$ cat src/hw/eepromPkg.sv
// Shared types and constants for the SPI EEPROM controller.
// Holds the host request codes, the 25xx instruction bytes and the
// status register layout. RTL and testbench pull it in with a
// wildcard import.

`default_nettype none

package eepromPkg;

    // host request, sampled together with start
    typedef enum logic [1:0]
    {
        REQ_READ   = 2'd0,
        REQ_WRITE  = 2'd1,
        REQ_STATUS = 2'd2
    } eepromReq_t;

    // instruction bytes of a 25xx part with 8-bit addressing
    typedef enum logic [7:0]
    {
        OPC_WRITE = 8'h02,
        OPC_READ  = 8'h03,
        OPC_RDSR  = 8'h05,
        OPC_WREN  = 8'h06
    } spiOpcode_t;

    localparam int STATUS_WEL    = 1; // write enable latch
    localparam int BITS_PER_BYTE = 8;

endpackage

`default_nettype wire

$ cat src/hw/spiByteIf.sv
// Byte level link between the command sequencer and the SPI engine.
// The sequencer holds txEn or rxEn for as long as the transaction runs
// and the engine answers with one cycle done pulses per byte.

`timescale 1ns/10ps
`default_nettype none

interface spiByteIf;

    logic       txEn;   // level, send while high
    logic       rxEn;   // level, receive while high
    logic [7:0] txData;
    logic       txDone; // pulse, last bit on MOSI
    logic       rxDone; // pulse, byte captured
    logic [7:0] rxData;

    modport seqSide
    (
        output txEn, rxEn, txData,
        input  txDone, rxDone, rxData
    );

    modport engineSide
    (
        input  txEn, rxEn, txData,
        output txDone, rxDone, rxData
    );

endinterface

`default_nettype wire

$ cat src/hw/eepromSequencer.sv
// Command sequencer for a 25xx style SPI EEPROM with 8-bit addresses.
// A start pulse while idle latches req, addr and wrData and runs one of
//   read   : READ opcode, address, one byte received into rdData
//   write  : WREN, chip select gap, WRITE opcode, address, data
//   status : RDSR opcode, one status byte received into rdData
// busy rises on the edge after start, done pulses once at the end.
// Bytes move over spiByteIf to the SPI engine.

`timescale 1ns/10ps
`default_nettype none

module eepromSequencer
    import eepromPkg::*;
(
    input  logic         CLOCK,
    input  logic         RST_n,
    input  logic         start,
    input  eepromReq_t   req,
    input  logic [7:0]   addr,
    input  logic [7:0]   wrData,
    output logic         busy,
    output logic         done,
    output logic [7:0]   rdData,
    spiByteIf.seqSide    link
);

    typedef enum logic [2:0]
    {
        IDLE,
        SEND_WREN,
        CS_GAP,
        SEND_OPC,
        SEND_ADDR,
        SEND_DATA,
        RECV,
        FINISH
    } seqState_t;

    seqState_t  state;
    eepromReq_t reqQ;
    logic [7:0] addrQ;
    logic [7:0] dataQ;
    logic       gapCnt; // second clock of the CS gap
    logic       accept;

    assign accept = (state == IDLE) && start && !busy;

    // operands held for the whole request
    always_ff @(posedge CLOCK)
    begin
        if (accept)
        begin
            reqQ  <= req;
            addrQ <= addr;
            dataQ <= wrData;
        end
    end

    // byte on offer follows the state, so it is ready one clock
    // before the engine picks up bit 7
    always_comb
    begin
        case (state)
            SEND_WREN: link.txData = OPC_WREN;
            SEND_OPC:
            begin
                case (reqQ)
                    REQ_WRITE:  link.txData = OPC_WRITE;
                    REQ_STATUS: link.txData = OPC_RDSR;
                    default:    link.txData = OPC_READ;
                endcase
            end
            SEND_ADDR: link.txData = addrQ;
            SEND_DATA: link.txData = dataQ;
            default:   link.txData = 8'h00;
        endcase
    end

    always_ff @(posedge CLOCK or negedge RST_n)
    begin
        if (!RST_n)
        begin
            state     <= IDLE;
            busy      <= 1'b0;
            done      <= 1'b0;
            rdData    <= 8'd0;
            gapCnt    <= 1'b0;
            link.txEn <= 1'b0;
            link.rxEn <= 1'b0;
        end
        else
        begin
            done <= 1'b0;
            case (state)
                IDLE:
                begin
                    busy <= 1'b0;
                    if (accept)
                    begin
                        busy      <= 1'b1;
                        link.txEn <= 1'b1;
                        state     <= (req == REQ_WRITE) ? SEND_WREN : SEND_OPC;
                    end
                end
                SEND_WREN:
                begin
                    if (link.txDone)
                    begin
                        link.txEn <= 1'b0; // CS must rise to latch WREN
                        gapCnt    <= 1'b0;
                        state     <= CS_GAP;
                    end
                end
                CS_GAP:
                begin
                    if (gapCnt)
                    begin
                        link.txEn <= 1'b1;
                        state     <= SEND_OPC;
                    end
                    else
                        gapCnt <= 1'b1;
                end
                SEND_OPC:
                begin
                    if (link.txDone)
                    begin
                        if (reqQ == REQ_STATUS)
                        begin
                            link.txEn <= 1'b0; // hand over without a CS break
                            link.rxEn <= 1'b1;
                            state     <= RECV;
                        end
                        else
                            state <= SEND_ADDR;
                    end
                end
                SEND_ADDR:
                begin
                    if (link.txDone)
                    begin
                        if (reqQ == REQ_WRITE)
                            state <= SEND_DATA;
                        else
                        begin
                            link.txEn <= 1'b0;
                            link.rxEn <= 1'b1;
                            state     <= RECV;
                        end
                    end
                end
                SEND_DATA:
                begin
                    if (link.txDone)
                    begin
                        link.txEn <= 1'b0;
                        state     <= FINISH;
                    end
                end
                RECV:
                begin
                    if (link.rxDone)
                    begin
                        rdData    <= link.rxData;
                        link.rxEn <= 1'b0;
                        state     <= FINISH;
                    end
                end
                FINISH:
                begin
                    done  <= 1'b1; // busy drops on the following edge
                    state <= IDLE;
                end
                default: state <= IDLE;
            endcase
        end
    end

    enablesExclusive: assert property (
        @(posedge CLOCK) disable iff (!RST_n)
        !(link.txEn && link.rxEn)
    );

    doneWhileBusy: assert property (
        @(posedge CLOCK) disable iff (!RST_n)
        done |-> busy
    );

endmodule

`default_nettype wire

$ cat src/hw/spiByteEngine.sv
// Byte serial SPI master, clock idles low, MISO sampled as SCK rises.
// While txEn is high it shifts link.txData out MSB first, one byte per
// 16 clocks, and pulses txDone in the 15th cycle of each byte.
// While rxEn is high it shifts a byte in and pulses rxDone after the
// 16th edge. txEn wins over rxEn. Chip select stays low while either
// enable is high and everything drops back to idle once both are low.

`timescale 1ns/10ps
`default_nettype none

module spiByteEngine
    import eepromPkg::*;
(
    input  logic          CLOCK,
    input  logic          RST_n,
    spiByteIf.engineSide  link,
    input  logic          spiMiso,
    output logic          spiSck,
    output logic          spiCsN,
    output logic          spiMosi
);

    logic [3:0] txPhase; // even drives MOSI, odd raises SCK
    logic [3:0] rxPhase;
    logic [2:0] txBit;
    logic [2:0] rxBit;

    // phase pairs walk the byte from bit 7 down to bit 0
    assign txBit = 3'(BITS_PER_BYTE - 1) - txPhase[3:1];
    assign rxBit = 3'(BITS_PER_BYTE - 1) - rxPhase[3:1];

    always_ff @(posedge CLOCK or negedge RST_n)
    begin
        if (!RST_n)
        begin
            txPhase     <= 4'd0;
            rxPhase     <= 4'd0;
            spiCsN      <= 1'b1;
            spiSck      <= 1'b0;
            spiMosi     <= 1'b0;
            link.txDone <= 1'b0;
            link.rxDone <= 1'b0;
            link.rxData <= 8'd0;
        end
        else if (link.txEn)
        begin
            spiCsN      <= 1'b0;
            rxPhase     <= 4'd0;
            link.rxDone <= 1'b0;
            txPhase     <= txPhase + 4'd1; // wraps into the next byte
            if (txPhase[0])
            begin
                spiSck      <= 1'b1;
                link.txDone <= 1'b0;
            end
            else
            begin
                spiSck      <= 1'b0;
                spiMosi     <= link.txData[txBit];
                link.txDone <= (txPhase == 4'(2 * BITS_PER_BYTE - 2)); // bit 0 going out
            end
        end
        else if (link.rxEn)
        begin
            spiCsN      <= 1'b0;
            txPhase     <= 4'd0;
            link.txDone <= 1'b0;
            rxPhase     <= rxPhase + 4'd1;
            if (rxPhase[0])
            begin
                spiSck              <= 1'b1;
                link.rxData[rxBit]  <= spiMiso;
                link.rxDone         <= (rxPhase == 4'(2 * BITS_PER_BYTE - 1));
            end
            else
            begin
                spiSck      <= 1'b0; // slave shifts on this fall
                link.rxDone <= 1'b0;
            end
        end
        else
        begin
            txPhase     <= 4'd0;
            rxPhase     <= 4'd0;
            spiCsN      <= 1'b1;
            spiSck      <= 1'b0;
            spiMosi     <= 1'b0;
            link.txDone <= 1'b0;
            link.rxDone <= 1'b0;
            link.rxData <= 8'd0;
        end
    end

    // a clock pulse outside a frame would corrupt the slave
    sckOnlyInFrame: assert property (
        @(posedge CLOCK) disable iff (!RST_n)
        spiCsN |-> !spiSck
    );

    doneExclusive: assert property (
        @(posedge CLOCK) disable iff (!RST_n)
        !(link.txDone && link.rxDone)
    );

endmodule

`default_nettype wire

$ cat src/hw/spiEepromCtrl.sv
// Top level of the SPI EEPROM controller.
// Host side takes a one cycle start with req, addr and wrData and
// reports busy, done and rdData. SPI side drives a single 25xx part
// in mode 0. The sequencer feeds the byte engine over spiByteIf.

`timescale 1ns/10ps
`default_nettype none

module spiEepromCtrl
    import eepromPkg::*;
(
    input  logic       CLOCK,
    input  logic       RST_n,
    input  logic       start,
    input  logic [1:0] req,
    input  logic [7:0] addr,
    input  logic [7:0] wrData,
    output logic       busy,
    output logic       done,
    output logic [7:0] rdData,
    input  logic       spiMiso,
    output logic       spiSck,
    output logic       spiCsN,
    output logic       spiMosi
);

    spiByteIf link();

    eepromSequencer eepromSequencer_i
    (
        .CLOCK  (CLOCK),
        .RST_n  (RST_n),
        .start  (start),
        .req    (eepromReq_t'(req)), // 2'd3 is handled as a read
        .addr   (addr),
        .wrData (wrData),
        .busy   (busy),
        .done   (done),
        .rdData (rdData),
        .link   (link.seqSide)
    );

    spiByteEngine spiByteEngine_i
    (
        .CLOCK   (CLOCK),
        .RST_n   (RST_n),
        .link    (link.engineSide),
        .spiMiso (spiMiso),
        .spiSck  (spiSck),
        .spiCsN  (spiCsN),
        .spiMosi (spiMosi)
    );

endmodule

`default_nettype wire

$ cat config.mk
export PLATFORM = sky130hd
export DESIGN_NAME = spiEepromCtrl
export DESIGN_NICKNAME = d
export VERILOG_FILES = /design/src/hw/eepromPkg.sv /design/src/hw/spiByteIf.sv /design/src/hw/eepromSequencer.sv /design/src/hw/spiByteEngine.sv /design/src/hw/spiEepromCtrl.sv
export SDC_FILE = /design/constraint.sdc
export NUM_CORES = 1
export LEC_CHECK = 0
export BUFFER_PORTS_ARGS = -buffer_cell sky130_fd_sc_hd__buf_4
export CORE_UTILIZATION = 30
export DETAILED_ROUTE_END_ITERATION = 6
export GPL_TIMING_DRIVEN = 0
export MAX_ROUTING_LAYER = met4
export PLACE_DENSITY = 0.5
export SLEW_MARGIN = 40
export SYNTH_ARGS = -nofsm -noshare
export SYNTH_HDL_FRONTEND = slang
export SYNTH_HIERARCHICAL = 1
export SYNTH_SLANG_ARGS = --single-unit
$ cat constraint.sdc
create_clock -name CLOCK -period 8.4 [get_ports CLOCK]
set_input_delay 1.68 -clock CLOCK [delete_from_list [all_inputs] [get_ports CLOCK]]
set_output_delay 1.68 -clock CLOCK [all_outputs]
set_load 0.05 [all_outputs]
==> results of run 1 <==
-- final timing paths --
check                                                    start                              to  slack [ns]  cells past startpoint
worst max register to register      eepromSequencer_i/state[2]      eepromSequencer_i/addrQ[4]        6.28                      6
min in group asynchronous                                RST_n     eepromSequencer_i/rdData[7]        1.32                      1
max in group asynchronous                                RST_n          spiByteEngine_i/spiCsN        6.74                      1
worst min-delay path            spiByteEngine_i/link.rxData[2]  spiByteEngine_i/link.rxData[2]        0.51                      2
worst min register to register  spiByteEngine_i/link.rxData[2]  spiByteEngine_i/link.rxData[2]        0.51                      2
worst max-delay path                                     start      eepromSequencer_i/addrQ[4]        5.60                      6
-- critical path, stage by stage --
cell      delay, ns
buf_4          0.08
nand2b_1       0.08
nor4_2         0.33
buf_2          0.26
buf_2          0.20
buf_2          0.19
-- flip-flops by register name, indices dropped and copies added (netlist names) --
register,count
eepromSequencer_i/addrQ,8
eepromSequencer_i/busy,1
eepromSequencer_i/dataQ,8
eepromSequencer_i/done,1
eepromSequencer_i/gapCnt,1
eepromSequencer_i/link.rxEn,1
eepromSequencer_i/link.txEn,1
eepromSequencer_i/rdData,8
eepromSequencer_i/reqQ,2
eepromSequencer_i/state,3
spiByteEngine_i/link.rxData,8
spiByteEngine_i/link.rxDone,1
spiByteEngine_i/link.txDone,1
spiByteEngine_i/rxPhase,4
spiByteEngine_i/spiCsN,1
spiByteEngine_i/spiMosi,1
spiByteEngine_i/spiSck,1
spiByteEngine_i/txPhase,4
-- metrics by stage --
| step | hold slack (ns) | power (W) | setup WS [ns] |
|---|---|---|---|
| after floorplan | 0.4641 | 0.0002826 | 4.419 |
| after global routing | 0.5308 | 0.0004845 | 5.481 |
| after detailed placement | 0.4858 | 0.0002940 | 5.228 |
| final | 0.5061 | 0.0004643 | 5.599 |
| after global placement | 0.4865 | 0.0002938 | 3.635 |
| after CTS | 0.5137 | 0.0004739 | 5.564 |
-- cell type report --
| class | count | area share, % |
|---|---|---|
| clock buffers | 5 | 2.239 |
| repair buffers | 37 | 8.791 |
| flip-flops and latches | 55 | 47.74 |
| clock inverters | 3 | 1.384 |
| inverters | 5 | 0.6105 |
| well taps | 105 | 4.274 |
| plain buffers | 11 | 2.401 |
| multi-input cells | 142 | 32.56 |
-- synthesized netlist by cell type (2+ instances only) --
| master | count |
|---|---|
| dfrtp_1 | 36 |
| edfxtp_1 | 18 |
| nor2_1 | 15 |
| nand2_1 | 14 |
| o21ai_0 | 14 |
| nand3_1 | 11 |
| mux2_2 | 9 |
| mux2i_1 | 9 |
| nand2b_1 | 9 |
| nor2b_1 | 7 |
| buf_2 | 5 |
| buf_4 | 5 |
| inv_1 | 5 |
| nand3b_1 | 5 |
| a22o_1 | 4 |
| a21oi_1 | 3 |
| ha_1 | 3 |
| nor3b_2 | 3 |
| o211ai_1 | 3 |
| a22oi_1 | 2 |
| and2_1 | 2 |
| nand4_1 | 2 |
| nor3_1 | 2 |
| nor4b_1 | 2 |
| o21ai_2 | 2 |
| o22ai_1 | 2 |
| xnor2_1 | 2 |
| xor2_1 | 2 |
-- layout by cell type (no fill, tap or decap), drive strengths merged, types with 6 or more instances in the layout --
cell    Yosys  final
dfrtp      36     36
mux2i       9      9
edfxtp     18     18
nor2       15     15
inv         5      6
nand2      15     15
nand2b      9      9
mux2       10     10
nand3      12     12
o21ai      16     16
nor2b       7      7
buf        11     48
-- power breakdown --
group / internal [W] / switching, W
clock: 0.0000891 / 0.0000873
sequential: 0.000277 / 0
combinational: 0.00000628 / 0.00000497
-- logic make-up after synthesis --
kind of cell	share of synthesized area, %
AO/OA/AOI/OAI	9.011
XOR/XNOR	1.371
adder cells (fa/ha/maj)	1.469
buffers and inverters	3.624
flip-flops	57.44
multiplexers	8.080
AND/OR/NAND/NOR	19.00
-- metal layers --
| layer | share of wire (%) | global-route usage [%] |
|---|---|---|
| met5 | 0 | - |
| met4 | 1.2 | 4.103 |
| met3 | 3.8 | 3.155 |
| met2 | 47 | 17.45 |
| met1 | 47 | 15.79 |
==> impl_results.md, run 1 <==
- Status: finished, final reports clean
- Lkg Pwr: 1.363 nW
- Maximum capacitance violations: 0
- TritonCTS clock tree: built
- CORE AREA: 0.008217 mm²
- Chip width: 94.29 µm
- Final setup fails: 0
- Post-synth EDFFs: 18
- Hold Path Class: register to register
- # DRC: 0
- DP Cell Count: 355
- Largest area contributor in the netlist: dfrtp_1
- CTS Buf Count: 5
- Vias: 1689
- Worst skew pair latency: 0.30 ns
- Multi-input logic area: 0.001001 mm²
- # hold bufs at CTS: 0
- Synth Instances: 213
- Hpwl dp: 3236 µm
- Top_reg_cell synth: dfrtp_1
- Final worst path period share: 33.35%
- Largest net degree at the start of global routing: 38
- RePlAce Congestion: 0.8388
- GRT Total Usage: 11.88%
- #FFs+latches synth: 55
- First-pass GRT wire length: 7824 µm
- Total setup buffers inserted after CTS: 0
- Drt first pass iters: 4
- Slew margin rel.: 69.09%
- Clock Sinks: 55
- Io pins: 35
- Row cnt: 33
- Crit end category: register
- Fin area: 0.003074 mm²
- Max VDD drop: 62.78 µV
- Share of the synthesized area in the top cell type: 35.26%
- Asr flop ratio synth: 67.27%
- Netlist cell types: 45
- Die Ht: 94.29 µm
- Antenna cells: 0
- Least-Margin Pin Slew: 0.4636 ns
- Syn Std Cell Area: 0.002555 mm²
- Startpoint types: input pin
- Vias in the first global route: 1585
- Max-slew violation count: 0
- Fill cells: 816
- Max FO, Critical Path: 6
- Mean number of vias per cell: 4.653
- Worst setup path category: input pin to register
- Drt total wl: 4637 µm
- Power Density: 151.0 mW/mm²
- Nets: 282
- Post-Place Cell Area: 0.002963 mm²
- Yosys Warn Count: 6
- Skew final: 0.006458 ns
- Sequential cell area: 0.001468 mm²
- Global route overflow: 0
- DRT antenna net count: 0
- Final Core Density: 37.41%
- RSZ-0062 raised after global routing: no
- WL per Instance: 12.77 µm
- Fin crit period: 2.801 ns
- Sequential area share after synthesis: 57.44%
- Required @ worst endpoint: 8.43 ns
- Number of H-tree levels: 2
- Register clock-pin slew on the reported worst setup and hold paths: 0.10 ns
- Resized cells post-CTS: 0
- Die area: 0.008890 mm²
- 1st-iter DRT viols: 66
- Synth Net Count: 238
- Arr. time, crit path: 2.83 ns
- Synth-to-Final Area Change: 20.32%
- Port-buffer cells: 34
- CTS max path bufs: 2
- Syn_area_per_cell: 12.00 µm²
- Layout cells sized above 1: 30.62%
- Antenna violations before repair: 0
- Non-Filler Instances: 363
- Starting Density: 31.09%
- Root buffer selected by CTS: clkbuf_8
- Total Neg Setup Slack: 0 ns
- Top post-synthesis cells by area: dfrtp_1, edfxtp_1, mux2_2, mux2i_1, o21ai_0
- Final Hold Vio Count: 0
- Fmax: 357.0 MHz
No activity file was read; power rests on OpenSTA's default activity.
==> inputs of run 2 (changes only) <==
Settings changed: ABC_AREA set to 1, PLACE_DENSITY 0.5 to 0.52.
Clock period 8.4 ns to 2.4 ns, I/O delays scaled along.
==> run 2 against run 1 <==
- die area up 0.38%
- combinational power rose to 3.4 times the previous value
- cell count is 17% higher
- critical path type is now register to register
==> impl_results.md, run 2 <==
- Fill cells: 869
- Cells along the critical path: buf_6, inv_2, nand2_1, nor3_4, buf_6
- Arr. time, crit path: 1.75 ns
- Netlist cell types: 30
- Hold Path Class: input pin to asynchronous set/reset pin
- Slew margin rel.: 67.95%
- Yosys Warn Count: 6
- Synth Net Count: 300
- PnR worst setup slack: 0.6722 ns
- Maximum capacitance violations: 0
- Cell-internal power: 0.001328 W
- Pre-CTS WS: 0.4983 ns
- Power Density: 532.4 mW/mm²
- Top cell by count, worst path: buf_6
- Resized cells post-CTS: 0
- Synth Instances: 275
- Number of H-tree levels: 2
- Largest net degree at the start of global routing: 38
- Multi-input logic area: 939.7 µm²
- Sequential cell area: 0.001468 mm²
- Post-synth EDFFs: 18
- CORE AREA: 0.008258 mm²
- CTS max path bufs: 2
- Startpoint types: register
- Syn_area_per_cell: 9.327 µm²
- Total setup buffers inserted after CTS: 0
- Top_reg_cell synth: dfrtp_1
- Startpoint of the worst register-to-register path: eepromSequencer_i/state[2]
- CP max stage delay: 0.41 ns
- Chip width: 94.47 µm
- FF-to-FF path depth: 5
- #FFs+latches synth: 55
- Sequential area share after synthesis: 57.22%
- DRT antenna net count: 0
- 1st-iter DRT viols: 91
- Final setup fails: 0
- Starting Density: 31.06%
- Most frequent cell after synthesis: nand2_1
- Sw Share: 19.33%
- Drt first pass iters: 4
- Status: finished, final reports clean
- R2R setup slack: 0.67 ns
- Register clock-pin slew on the reported worst setup and hold paths: 0.10 ns
- Hpwl dp: 3503 µm
- GRT Total Usage: 12.93%
- Syn Std Cell Area: 0.002565 mm²
- Share of the synthesized area in the top cell type: 35.12%
- Row cnt: 33
- Largest family of logic cells by synthesized area: simple AND/OR/NAND/NOR gates
- Antenna violations before repair: 0
- Max VDD drop: 295.7 µV
- Compound-Gate Fraction of Synth Area: 7.854%
- Skew final: 0.004494 ns
- Fin crit period: 1.728 ns
- Worst setup path category: register to register
- Most frequent cells in the layout: nand2_1, dfrtp_1, buf_4, inv_1, nand3_1
- Global route overflow: 0
- Die area: 0.008924 mm²
- Multiplexer share of the synthesized area: 0%
- Vias in the first global route: 1871
- Post-synthesis xor/xnor area fraction: 0%
- Final worst path period share: 71.99%
- Combinational share of power: 2.3%
- Least-Margin Pin Slew: 0.4793 ns
- Simple-Gate Fraction of Synth Area: 26.88%
- RePlAce Congestion: 0.8594
- Layout cells sized above 1: 22.96%
- # DRC: 0
- Synth-to-Final Area Change: 20.54%
- RSZ-0062 raised after global routing: no
- Post-synth top cells: nand2_1, dfrtp_1, inv_1, nand3_1
- Antenna cells: 0
- Lkg Pwr: 1.450 nW
- Worst path bufs/invs: 3
- Commonest non-fill, non-tap cell in the layout: nand2_1
- Total Neg Setup Slack: 0 ns
- Root buffer selected by CTS: clkbuf_8
- Clock Sinks: 55
- Crit end category: register
- P_sw: 0.0003182 W
- WL per Instance: 11.87 µm
- TritonCTS clock tree: built
- Largest area contributor in the netlist: dfrtp_1
- Synth Area in Adders: 1.463%
- Mean number of vias per cell: 4.532
- Worst skew pair latency: 0.30 ns
- First-pass GRT wire length: 8687 µm
- Port-buffer cells: 34
- Drt total wl: 5019 µm
- Final Hold Vio Count: 0
- Asr flop ratio synth: 67.27%
- Max FO, Critical Path: 11
- # hold bufs at CTS: 0
- Top post-synthesis cells by area: dfrtp_1, edfxtp_1, nand2_1, nand3_1, inv_1
- Nets: 342
- Sequential Power Share: 58.8%
- Critical path's slowest cell: nor3_4
- Fmax: 578.8 MHz
- Max-slew violation count: 0
- CTS Buf Count: 5
- Vias: 1917
- CP top delay family: simple AND/OR/NAND/NOR gates
- Die Ht: 94.47 µm
- Required @ worst endpoint: 2.43 ns
- Io pins: 35
- Clock share of power: 38.9%
- Worst r2r dst: eepromSequencer_i/addrQ[4]
-- run 2: cell types whose count changed after synthesis, moves of 5 or more --
| cell | change |
|---|---|
| nand2_1 | +59 |
| nand2b_1 | -9 |
| inv_2 | +7 |
| nor2b_1 | -7 |
| buf_2 | -5 |
| mux2_2 | -9 |
| o21ai_0 | -5 |
| mux2i_1 | -9 |
| a21oi_1 | +8 |
| nand3_1 | +15 |
| inv_1 | +21 |
-- run 2: how the worst max path moves through the flow --
stage / startpoint / to / depth (start not counted) / slack (ns)
after global routing: eepromSequencer_i/state[1] / spiByteEngine_i/spiMosi / 12 / 0.57
after detailed placement: eepromSequencer_i/state[2] / eepromSequencer_i/addrQ[4] / 4 / 0.50
after global placement: eepromSequencer_i/state[2] / eepromSequencer_i/dataQ[4] / 4 / 0.20
after CTS: eepromSequencer_i/state[2] / eepromSequencer_i/dataQ[1] / 4 / 0.49
final: eepromSequencer_i/state[2] / eepromSequencer_i/addrQ[4] / 5 / 0.67
after floorplan: eepromSequencer_i/busy / eepromSequencer_i/addrQ[0] / 3 / 0.44
-- run 2: kinds of logic (layout without fill, tap and decap cells) --
logic type,Yosys count,count (layout)
and+or+nand+nor,145,145
adders and majority gates,3,3
buffers and inverters,38,81
DFF,55,55
AOI/OAI and AO/OA,34,34
-- run 2: per-stage QoR --
| step | instances | cell area, µm² | util [%] | hold slack (ns) | power (W) |
|---|---|---|---|---|---|
| after global placement | 414 | 2957 | 35.80 | 0.4602 | 0.001027 |
| after floorplan | 275 | 2570 | - | 0.1844 | 0.0009881 |
| after detailed placement | 414 | 2963 | 35.88 | 0.4624 | 0.001028 |
| final | 423 | 3092 | 37.44 | 0.1205 | 0.001646 |
| after CTS | 422 | 3080 | 37.30 | 0.1431 | 0.001672 |
| after global routing | 423 | 3092 | 37.44 | 0.1439 | 0.001703 |
-- run 2: area by class of cell --
type	instances	area share, %
plain buffers	4	1.335
clock buffers	6	2.671
clock inverters	2	1.133
inverters	34	4.128
multi-input cells	182	30.39
flip-flops and latches	55	47.47
well taps	105	4.249
repair buffers	35	8.620
-- run 2: worst reg2reg max path, cell delays in order, from the launching register on --
cell and delay (ns):
dfrtp_1 0.38, buf_6 0.15, inv_2 0.12, nand2_1 0.16, nor3_4 0.41, buf_6 0.23
-- run 2: power groups by stage --
stage	combinational [W]	clock [W]	sequential, W
final	0.0000380	0.000640	0.000968
after global routing	0.0000423	0.000692	0.000968
after CTS	0.0000402	0.000663	0.000968
after detailed placement	0.0000401	0	0.000988
after global placement	0.0000391	0	0.000988
after floorplan	0.000000244	0	0.000988
-- run 2: layer usage --
| layer | wire, µm | global-route usage [%] | vias up | part of all wire (%) |
|---|---|---|---|---|
| met5 | 0 | - | - | 0 |
| met4 | 57 | 3.788 | 0 | 1.1 |
| met3 | 120 | 2.657 | 4 | 2.4 |
| met2 | 2411 | 21.50 | 22 | 48 |
| met1 | 2431 | 15.89 | 902 | 48 |
| li1 | - | - | 989 | - |
==> inputs of run 3 (changes only) <==
Settings changed: ABC_AREA 1 to 0, PLACE_DENSITY 0.52 to 0.5.
Clock period 2.4 ns to 1.7 ns, I/O delays scaled along.
==> run 3 against run 2 <==
- clock skew is 0.0029 ns higher
- sequential power is 42% higher
- sequential cell count stayed put
- routed wire length is 3.3% lower
- die area is 0.38% lower
- critical path depth stayed put
- cell count is 11% lower
- worst setup slack worse by 0.62 ns
- critical path type unchanged
- largest cell class unchanged
- highest routed layer unchanged
==> impl_results.md, run 3 (same netlist as run 1, synthesis figures left out) <==
- Slew margin rel.: 69.36%
- Non-Filler Instances: 377
- Layout cells sized above 1: 37.13%
- Port-buffer cells: 34
- Final setup fails: 0
- Max-slew violation count: 0
- Fin crit period: 1.645 ns
- Root buffer selected by CTS: clkbuf_8
- Arr. time, crit path: 1.84 ns
- Worst setup path category: register to register
- Synth-to-Final Area Change: 27.77%
- Max FO, Critical Path: 5
- Total Neg Setup Slack: 0 ns
- Register clock-pin slew on the reported worst setup and hold paths: 0.10 ns
- Combinational share of power: 2.7%
- Chip width: 94.29 µm
- CORE AREA: 0.008217 mm²
- Hold Slack: 0.2013 ns
- DRT antenna net count: 0
- Crit end category: register
- Worst Hold Depth: 1
- Skew final: 0.007415 ns
- Power Density: 658.1 mW/mm²
- Multi-input logic area: 0.001050 mm²
- Lkg Pwr: 1.451 nW
- Maximum capacitance violations: 0
- CTS Buf Count: 5
- Nets: 296
- Antenna violations before repair: 0
- Mean number of vias per cell: 4.621
- Hold Path Class: input pin to register
- DP Cell Count: 354
- PnR worst setup slack: 0.05527 ns
- Vias in the first global route: 1732
- Die Ht: 94.29 µm
- Vias: 1742
- TritonCTS clock tree: built
- First-pass GRT wire length: 8342 µm
- Pre-CTS WS: -0.2194 ns
- Cell-internal power: 0.001691 W
- Antenna cells: 0
- Final worst path period share: 96.75%
- Commonest non-fill, non-tap cell in the layout: buf_4
- WL per Instance: 12.87 µm
- Largest net degree at the start of global routing: 38
- Sequential cell area: 0.001470 mm²
- Sw Share: 21.30%
- RSZ-0062 raised after global routing: yes
- GRT Total Usage: 12.62%
- P_sw: 0.0004575 W
- Least-Margin Pin Slew: 0.4595 ns
- Clock share of power: 33.6%
- 1st-iter DRT viols: 86
- Fmax: 608.0 MHz
- Die area: 0.008890 mm²
- Max VDD drop: 315.6 µV
- Row cnt: 33
- Hpwl dp: 3337 µm
- Drt total wl: 4852 µm
- Final Hold Vio Count: 0
- Worst skew pair latency: 0.31 ns
- Status: finished, final reports clean
- Drt first pass iters: 4
- CTS max path bufs: 2
- Clock Sinks: 55
- Io pins: 35
- Global route overflow: 0
- # DRC: 0
- RePlAce Congestion: 0.7828
- Fill cells: 786
- Required @ worst endpoint: 1.90 ns
- FF-to-FF path depth: 5
- Power consumption: 0.002148 W
- Starting Density: 31.09%
- Startpoint types: register
- Most frequent cells in the layout: buf_4, dfrtp_1, edfxtp_1, nor2_1, nand2_1
- Sequential Power Share: 63.6%
- Number of H-tree levels: 2
## run 3: power groups by stage
stage / clock network [W] / logic [W] / registers (W)
6_report: 0.000723 / 0.0000586 / 0.00137
2_1_floorplan: 0 / 0.00000170 / 0.00139
5_1_grt: 0.000816 / 0.0000664 / 0.00137
3_5_place_dp: 0 / 0.0000594 / 0.00139
3_3_place_gp: 0 / 0.0000585 / 0.00139
4_1_cts: 0.000777 / 0.0000612 / 0.00137
## run 3: final timing paths
check,start,endpoint,slack (ns)
worst max-delay path,eepromSequencer_i/state[2],eepromSequencer_i/link.txEn,0.06
worst min-delay path,wrData[4],eepromSequencer_i/dataQ[4],0.20
worst max register to register,eepromSequencer_i/state[2],eepromSequencer_i/link.txEn,0.06
worst min register to register,spiByteEngine_i/link.rxData[7],spiByteEngine_i/link.rxData[7],0.51
max in group asynchronous,RST_n,eepromSequencer_i/busy,0.82
min in group asynchronous,RST_n,eepromSequencer_i/rdData[3],0.52
## run 3: area by class of cell
| class | instances | area share, % |
|---|---|---|
| Buffer | 11 | 3.488 |
| Clock inverter | 3 | 0.5749 |
| Timing Repair Buffer | 51 | 12.04 |
| Inverter | 5 | 0.5749 |
| Clock buffer | 5 | 2.108 |
| Multi-Input combinational cell | 142 | 32.16 |
| Tap cell | 105 | 4.025 |
| Sequential cell | 55 | 45.04 |
## run 3: per-layer routing
layer  part of all wire (%)  GRT usage, %
met3                    2.8         2.184
met1                     48         16.87
met2                     48         19.20
met4                    1.4         4.487
met5                      0             -
## run 3: critical path: stages, from the launching register on
cell and delay (ns):
dfrtp_1 0.41, buf_4 0.14, nor3b_4 0.16, a21boi_2 0.17
nor4b_2 0.34, mux2_4 0.33
## run 3: through the flow
step	utilization, %	instance area, µm²
final	39.73	3264
after global routing	39.73	3264
after CTS	38.13	3133
after detailed placement	36.27	2980
after global placement	36.09	2965
after floorplan	-	2579
## run 3: timing repair
action                                 CTS  global route
setup endpoints to repair               11             2
gates resized for setup                 11            11
endpoints found under the hold margin   36             0
setup buffers                            3            11
pin swaps                                0             7
hold buffers                             1             0
